[config.mk]
export PLATFORM = sky130hd
export DESIGN_NAME = rlbp_readout_top
export DESIGN_NICKNAME = d
export VERILOG_FILES = /design/src/rlbp_pkg.sv /design/src/rlbp_readout_top.sv /design/src/code_serializer.sv /design/src/window_shift.sv /design/src/rlbp_sequencer.sv /design/src/frame_timer.sv
export SDC_FILE = /design/constraint.sdc
export NUM_CORES = 1
export LEC_CHECK = 0
export BUFFER_PORTS_ARGS = -buffer_cell sky130_fd_sc_hd__buf_2
export CORE_UTILIZATION = 28
export CTS_BUF_LIST = sky130_fd_sc_hd__clkbuf_4 sky130_fd_sc_hd__clkbuf_8 sky130_fd_sc_hd__clkbuf_16
export DETAILED_ROUTE_END_ITERATION = 7
export HOLD_SLACK_MARGIN = 0.12
export PLACE_DENSITY = 0.47
export SLEW_MARGIN = 10
export SYNTH_ARGS = -nofsm -noshare
export SYNTH_HDL_FRONTEND = slang
export SYNTH_SLANG_ARGS = --single-unit
[constraint.sdc]
create_clock -name clk -period 3.1 [get_ports clk]
set_clock_uncertainty 0.15 [all_clocks]
set_input_delay 0.62 -clock clk [delete_from_list [all_inputs] [get_ports clk]]
set_output_delay 0.62 -clock clk [all_outputs]
set_load 0.02 [all_outputs]
[src/rlbp_pkg.sv]
/*
 * RLBP readout shared definitions
 * Widths, vector types and the sequencer state encoding
 */
package rlbp_pkg;

	// Frame timer count and timing settings
	localparam int COUNT_W = 12;

	// Pattern window geometry
	localparam int ROWS = 3;
	localparam int COLS = 3;
	localparam int CODE_BITS = ROWS * COLS;

	// Index widths
	localparam int ROW_W = 2;
	localparam int IDX_W = 4;

	// Cycle counts and timing settings
	typedef logic [COUNT_W-1:0] count_t;

	// Pattern code, bit k is the k-th captured sample
	typedef logic [CODE_BITS-1:0] code_t;

	// Row index, 0 to ROWS-1
	typedef logic [ROW_W-1:0] row_t;

	// Sample index, 0 to 8 while capturing and 0 to 9 while serializing
	typedef logic [IDX_W-1:0] sample_idx_t;

	// Capture sequencer states
	typedef enum logic [1:0] {
		SEQ_IDLE,
		SEQ_COLLECT,
		SEQ_HOLD
	} seq_state_t;

endpackage
[src/rlbp_readout_top.sv]
/*
 * RLBP pixel readout controller top level
 * Frame timer, capture sequencer, pattern window and serializer
 */
`timescale 1ns/1ps

module rlbp_readout_top (
	input  logic              clk,
	input  logic              reset,
	input  logic              start_i,
	input  logic              pixel_i,
	input  rlbp_pkg::count_t  period_i,
	input  rlbp_pkg::count_t  vd_rise_i,
	input  rlbp_pkg::count_t  vd_fall_i,
	input  rlbp_pkg::count_t  sw_rise_i,
	input  rlbp_pkg::count_t  sw_fall_i,
	input  rlbp_pkg::count_t  sh_rise_i,
	input  rlbp_pkg::count_t  sh_fall_i,
	input  rlbp_pkg::count_t  sample_time_i,
	output rlbp_pkg::count_t  count_o,
	output logic              vd_o,
	output logic              sw_o,
	output logic              sh_o,
	output logic              rlbp_done_o,
	output logic              serial_o,
	output logic              serial_valid_o
);

	logic            pxl_done;
	logic            shift_en;
	rlbp_pkg::row_t  row_sel;
	logic            code_load;
	rlbp_pkg::code_t code;

	frame_timer frame_timer_inst (
		.clk           (clk),
		.reset         (reset),
		.start_i       (start_i),
		.period_i      (period_i),
		.vd_rise_i     (vd_rise_i),
		.vd_fall_i     (vd_fall_i),
		.sw_rise_i     (sw_rise_i),
		.sw_fall_i     (sw_fall_i),
		.sh_rise_i     (sh_rise_i),
		.sh_fall_i     (sh_fall_i),
		.sample_time_i (sample_time_i),
		.count_o       (count_o),
		.vd_o          (vd_o),
		.sw_o          (sw_o),
		.sh_o          (sh_o),
		.pxl_done_o    (pxl_done)
	);

	rlbp_sequencer rlbp_sequencer_inst (
		.clk         (clk),
		.reset       (reset),
		.start_i     (start_i),
		.pxl_done_i  (pxl_done),
		.shift_en_o  (shift_en),
		.row_sel_o   (row_sel),
		.code_load_o (code_load),
		.rlbp_done_o (rlbp_done_o)
	);

	window_shift window_shift_inst (
		.clk        (clk),
		.reset      (reset),
		.shift_en_i (shift_en),
		.row_sel_i  (row_sel),
		.pixel_i    (pixel_i),
		.code_o     (code)
	);

	code_serializer code_serializer_inst (
		.clk            (clk),
		.reset          (reset),
		.load_i         (code_load),
		.code_i         (code),
		.serial_o       (serial_o),
		.serial_valid_o (serial_valid_o)
	);

endmodule

[src/code_serializer.sv]
/*
 * Code serializer: loads the nine-bit pattern code and sends it
 * least significant bit first with a valid level
 */
`timescale 1ns/1ps

module code_serializer (
	input  logic             clk,
	input  logic             reset,
	input  logic             load_i,
	input  rlbp_pkg::code_t  code_i,
	output logic             serial_o,
	output logic             serial_valid_o
);

	localparam rlbp_pkg::sample_idx_t NUM_BITS =
		rlbp_pkg::sample_idx_t'(rlbp_pkg::CODE_BITS);

	rlbp_pkg::code_t       shift_q;
	rlbp_pkg::sample_idx_t bit_cnt_q;

	// Remaining bits, bit 0 already on the output after a load
	always_ff @(posedge clk) begin
		if (load_i) begin
			shift_q <= code_i >> 1;
		end else if (serial_valid_o) begin
			shift_q <= shift_q >> 1;
		end
	end

	always_ff @(posedge clk or posedge reset) begin
		if (reset) begin
			serial_o <= 1'b0;
			serial_valid_o <= 1'b0;
			bit_cnt_q <= '0;
		end else if (load_i) begin
			serial_o <= code_i[0];
			serial_valid_o <= 1'b1;
			bit_cnt_q <= rlbp_pkg::sample_idx_t'(1);
		end else if (serial_valid_o) begin
			if (bit_cnt_q == NUM_BITS) begin
				// Last bit has been on the line for its cycle
				serial_o <= 1'b0;
				serial_valid_o <= 1'b0;
				bit_cnt_q <= '0;
			end else begin
				serial_o <= shift_q[0];
				bit_cnt_q <= bit_cnt_q + 1'b1;
			end
		end
	end

endmodule

[src/window_shift.sv]
/*
 * Pattern window: demultiplexes the pixel bit onto one of three rows
 * and shifts it into that row's three-bit register
 */
`timescale 1ns/1ps

module window_shift (
	input  logic             clk,
	input  logic             reset,
	input  logic             shift_en_i,
	input  rlbp_pkg::row_t   row_sel_i,
	input  logic             pixel_i,
	output rlbp_pkg::code_t  code_o
);

	logic [rlbp_pkg::COLS-1:0] row_q [rlbp_pkg::ROWS];
	logic [rlbp_pkg::ROWS-1:0] row_en;

	// Row demultiplexer
	always_comb begin
		for (int r = 0; r < rlbp_pkg::ROWS; r++) begin
			row_en[r] = shift_en_i && (row_sel_i == rlbp_pkg::row_t'(r));
		end
	end

	// New bits enter at the top, so the first sample ends up in bit 0
	always_ff @(posedge clk or posedge reset) begin
		if (reset) begin
			for (int r = 0; r < rlbp_pkg::ROWS; r++) begin
				row_q[r] <= '0;
			end
		end else begin
			for (int r = 0; r < rlbp_pkg::ROWS; r++) begin
				if (row_en[r]) begin
					row_q[r] <= {pixel_i, row_q[r][rlbp_pkg::COLS-1:1]};
				end
			end
		end
	end

	// Row r fills code bits 3r to 3r+2
	always_comb begin
		for (int r = 0; r < rlbp_pkg::ROWS; r++) begin
			code_o[r*rlbp_pkg::COLS +: rlbp_pkg::COLS] = row_q[r];
		end
	end

endmodule

[src/rlbp_sequencer.sv]
/*
 * Capture sequencer: steps through nine pixel samples, selects the
 * window row for each, then holds the finished frame until start drops
 */
`timescale 1ns/1ps

module rlbp_sequencer (
	input  logic            clk,
	input  logic            reset,
	input  logic            start_i,
	input  logic            pxl_done_i,
	output logic            shift_en_o,
	output rlbp_pkg::row_t  row_sel_o,
	output logic            code_load_o,
	output logic            rlbp_done_o
);

	localparam rlbp_pkg::sample_idx_t LAST_IDX =
		rlbp_pkg::sample_idx_t'(rlbp_pkg::CODE_BITS - 1);

	rlbp_pkg::seq_state_t  state_q;
	rlbp_pkg::seq_state_t  state_d;
	rlbp_pkg::sample_idx_t idx_q;
	rlbp_pkg::sample_idx_t idx_d;
	logic                  code_load_q;

	always_comb begin
		state_d = state_q;
		idx_d = idx_q;
		case (state_q)
			rlbp_pkg::SEQ_IDLE: begin
				if (start_i) begin
					state_d = rlbp_pkg::SEQ_COLLECT;
					idx_d = '0;
				end
			end
			rlbp_pkg::SEQ_COLLECT: begin
				// Dropping start abandons the partial frame
				if (!start_i) begin
					state_d = rlbp_pkg::SEQ_IDLE;
				end else if (pxl_done_i) begin
					if (idx_q == LAST_IDX) begin
						state_d = rlbp_pkg::SEQ_HOLD;
					end else begin
						idx_d = idx_q + 1'b1;
					end
				end
			end
			rlbp_pkg::SEQ_HOLD: begin
				if (!start_i) begin
					state_d = rlbp_pkg::SEQ_IDLE;
				end
			end
			default: state_d = rlbp_pkg::SEQ_IDLE;
		endcase
	end

	always_ff @(posedge clk or posedge reset) begin
		if (reset) begin
			state_q <= rlbp_pkg::SEQ_IDLE;
			idx_q <= '0;
			code_load_q <= 1'b0;
		end else begin
			state_q <= state_d;
			idx_q <= idx_d;
			// One pulse on entry to hold
			code_load_q <= (state_q == rlbp_pkg::SEQ_COLLECT) &&
				(state_d == rlbp_pkg::SEQ_HOLD);
		end
	end

	assign shift_en_o = (state_q == rlbp_pkg::SEQ_COLLECT) && pxl_done_i;
	assign row_sel_o = rlbp_pkg::row_t'(idx_q / rlbp_pkg::COLS);
	assign code_load_o = code_load_q;
	assign rlbp_done_o = (state_q == rlbp_pkg::SEQ_HOLD);

endmodule

[src/frame_timer.sv]
/*
 * Frame timer: wrapping period counter with decoded pixel control
 * windows (vertical drive, switch, sample-hold) and a sample strobe
 */
`timescale 1ns/1ps

module frame_timer (
	input  logic              clk,
	input  logic              reset,
	input  logic              start_i,
	input  rlbp_pkg::count_t  period_i,
	input  rlbp_pkg::count_t  vd_rise_i,
	input  rlbp_pkg::count_t  vd_fall_i,
	input  rlbp_pkg::count_t  sw_rise_i,
	input  rlbp_pkg::count_t  sw_fall_i,
	input  rlbp_pkg::count_t  sh_rise_i,
	input  rlbp_pkg::count_t  sh_fall_i,
	input  rlbp_pkg::count_t  sample_time_i,
	output rlbp_pkg::count_t  count_o,
	output logic              vd_o,
	output logic              sw_o,
	output logic              sh_o,
	output logic              pxl_done_o
);

	rlbp_pkg::count_t count_q;
	rlbp_pkg::count_t last_count;

	// Last count before the wrap
	assign last_count = rlbp_pkg::count_t'(period_i - 1'b1);

	always_ff @(posedge clk or posedge reset) begin
		if (reset) begin
			count_q <= '0;
		end else if (!start_i) begin
			count_q <= '0;
		end else if (count_q >= last_count) begin
			count_q <= '0;
		end else begin
			count_q <= count_q + 1'b1;
		end
	end

	assign count_o = count_q;

	// Half-open windows, high for rise <= count < fall
	always_comb begin
		vd_o = (count_q >= vd_rise_i) && (count_q < vd_fall_i);
		sw_o = (count_q >= sw_rise_i) && (count_q < sw_fall_i);
		sh_o = (count_q >= sh_rise_i) && (count_q < sh_fall_i);
	end

	// Comparator result ready once per period
	assign pxl_done_o = start_i && (count_q == sample_time_i);

endmodule

==> flow_metrics.env <==
export IMPL_syn_area_um2=4410
export IMPL_ys_warnings_count=0
export IMPL_critPathKind="reg2out"
export IMPL_finalNonFillerCells=857
export IMPL_cts_buffers=5
export IMPL_dp_cells=839
export IMPL_drt_iter0_drc=193
export IMPL_synth_seq_cells=42
export IMPL_period_needed_ns=3.10
export IMPL_grt_usage_pct=15.6
export IMPL_relSlewSlack_pct=57.4
export IMPL_final_antenna_net_count=0
export IMPL_synth_top_flop_cell="dfrtp_1"
export IMPL_hold_viol_final=0
export IMPL_cts_tree="done"
export IMPL_die_y_um=128
export IMPL_powerDensity_nw_per_um2=246
export IMPL_max_cap_viol_count=0
export IMPL_grt_pass1_wl_um=19900
export IMPL_setup_viol=0
export IMPL_area_growth_pct=34.6
export IMPL_netlist_instances=493
export IMPL_hpwl_um=10100
export IMPL_vias=4033
export IMPL_finalPower_mw=1.46
export IMPL_grt_remaining_overflow=0
export IMPL_grt_setup_unrepaired="true"
export IMPL_seq_area_frac_synth_pct=24.7
export IMPL_critPathRequiredTime_ns=2.33
export IMPL_clock_path_buffers=2
export IMPL_synth_edff_count=8
export IMPL_worst_setup_hold_path_clk_slew_ns=0.06
export IMPL_wire_per_inst_um=14.8
export IMPL_antenna_found_initial=0
export IMPL_synth_area_leaders="ha_1 26%, dfrtp_1 19%, inv_1 7.2%"
export IMPL_worst_slew_pin_slew_ns=0.639
export IMPL_grt_max_degree=35
export IMPL_dieArea_um2=16300
export IMPL_gp_congestion=0.819
export IMPL_htreeDepth=2
export IMPL_first_global_vias=4006
export IMPL_io_buffers=117
export IMPL_worst_setup_path_end_kind="primary output"
export IMPL_fin_tns_setup_ns=0
export IMPL_synth_most_common_cell="ha_1"
export IMPL_synth_top_area_cell="ha_1"
export IMPL_cts_hold_fix_buffers=0
export IMPL_vdd_drop_max_mv=0.216
export IMPL_route_detailed_drc=0
export IMPL_yosysTopAreaCellShare_pct=25.8
export IMPL_top_level_ports=118
export IMPL_fin_nets=836
export IMPL_final_core_util_pct=38.8
export IMPL_finalInstanceArea_um2=5940
export IMPL_arrival_ns=2.33
export IMPL_viasPerCell=4.71
export IMPL_drtPass1Iterations=5
export IMPL_n_antenna_cell=0
export IMPL_syn_nets=684
export IMPL_ys_async_sr_fraction_pct=81.0
export IMPL_die_x_um=128
export IMPL_drive_gt1_share_pct=34.7
export IMPL_synth_common_cells="91 x ha_1, 85 x inv_1, 34 x dfrtp_1"
export IMPL_synth_cell_types=56
export IMPL_status="complete, no violations"
export IMPL_worstSkewPairLatency_ns=0.28
export IMPL_dpl_cell_area_um2=5440
export IMPL_core_area_um2=15300
export IMPL_p_leak_nw=3.19
export IMPL_finalWirelength_um=12700
export IMPL_maxSlewViolCount=0
export IMPL_hp_class="in2async"
export IMPL_cts_root_buf="clkbuf_16"
export IMPL_crit_fanout=4
export IMPL_finalCritPeriodShare_pct=99.9
export IMPL_synth_area_per_cell_um2=8.95
export IMPL_start_util_pct=28.8
export IMPL_fmax_mhz=323
export IMPL_rows=45
export IMPL_startpoint_type="register"
export IMPL_cts_sink_count=42
metal layers:
layer  GRT usage [%]  share of wire, %  vias up
met5               0                 0        -
met4            4.06               1.1        0
met3            1.97               2.8       10
met2            27.4                49       74
met1            20.0                47     1886
li1                -                 -     2063
power by group:
| group | internal, mW | total [mW] | switching (mW) |
|---|---|---|---|
| Combinational | 0.177 | 0.352 | 0.175 |
| Clock | 0.302 | 0.527 | 0.225 |
| Sequential | 0.567 | 0.581 | 0.0137 |
| Total | 1.05 | 1.46 | 0.414 |
sequential cells by signal (all words and copies together) (netlist names):
signal	flops
code_serializer_inst.bit_cnt_q	4
code_serializer_inst.serial_o	1
code_serializer_inst.serial_valid_o	1
code_serializer_inst.shift_q	8
frame_timer_inst.count_o	12
rlbp_sequencer_inst.code_load_o	1
rlbp_sequencer_inst.idx_q	4
rlbp_sequencer_inst.state_q	2
window_shift_inst.code_o	9
area by class of cell:
type,count,area [µm²]
clock buffer,5,125
clock inverter,3,25.0
fill,1590,9380
inverter,85,319
multi-input combinational,357,3210
sequential,42,1100
tap,211,264
timing repair buffer,154,896
stage by stage:
| stage | hold WS, ns | worst slack [ns] |
|---|---|---|
| after floorplan | 0.294 | 0.179 |
| after global placement | 0.318 | -0.105 |
| after detailed placement | 0.326 | -0.0260 |
| after CTS | 0.300 | 0.00512 |
| after global routing | 0.334 | -0.0672 |
| final | 0.281 | 0.00318 |
worst max-delay path, stage by stage, from the launching register on:
cell and delay [ns]:
dfrtp_2 0.47, buf_6 0.15, ha_4 0.21, a21o_1 0.15
a31oi_1 0.16, a21boi_1 0.09, o311a_1 0.36, nor4b_2 0.25
buf_2 0.20
placed cells by master, fill, tap and decap left out, types with 8 or more instances in the layout:
| master | count |
|---|---|
| xor2_1 | 18 |
| inv_1 | 84 |
| dfrtp_1 | 26 |
| o21ai_0 | 17 |
| nand2_1 | 26 |
| nor3_1 | 19 |
| ha_1 | 82 |
| nand2b_1 | 12 |
| dfrtp_2 | 8 |
| edfxtp_1 | 8 |
| nand4_1 | 10 |
| ha_4 | 8 |
| xnor2_1 | 13 |
| a21oi_1 | 11 |
| buf_2 | 115 |
| nor2_1 | 24 |
| buf_4 | 34 |
| mux2_2 | 13 |
timing repair:
item,4_1_cts,5_1_grt
setup buffers,0,11
setup endpoints to repair,3,10
pin swaps,0,18
gates resized for setup,14,34
hold endpoints to repair,0,0
gates cloned,0,0
kinds of logic (layout without fill, tap and decap cells):
kind of cell / after synthesis / after routing / synth area share (%)
simple gates: 129 / 129 / 16.2
buf+inv: 94 / 247 / 8.22
fa+ha+maj: 91 / 91 / 25.8
compound gates: 89 / 89 / 14.2
flops: 42 / 42 / 24.7
xor+xnor: 32 / 32 / 6.52
mux: 16 / 16 / 4.34
worst paths after layout:
| check | from | endpoint | slack [ns] | cells past startpoint |
|---|---|---|---|---|
| worst max-delay path | frame_timer_inst.count_o[6] | sh_o | 0.003 | 8 |
| worst min-delay path | reset | code_serializer_inst.bit_cnt_q[3] | 0.28 | 3 |
| worst max register to register | rlbp_sequencer_inst.idx_q[3] | window_shift_inst.code_o[6] | 0.19 | 9 |
| worst min register to register | window_shift_inst.code_o[0] | code_serializer_inst.serial_o | 0.34 | 2 |
| max in group asynchronous | reset | frame_timer_inst.count_o[5] | 2.17 | 3 |
| min in group clk | window_shift_inst.code_o[0] | code_serializer_inst.serial_o | 0.34 | 2 |
Note: power is estimated with default switching activity, not from simulation.
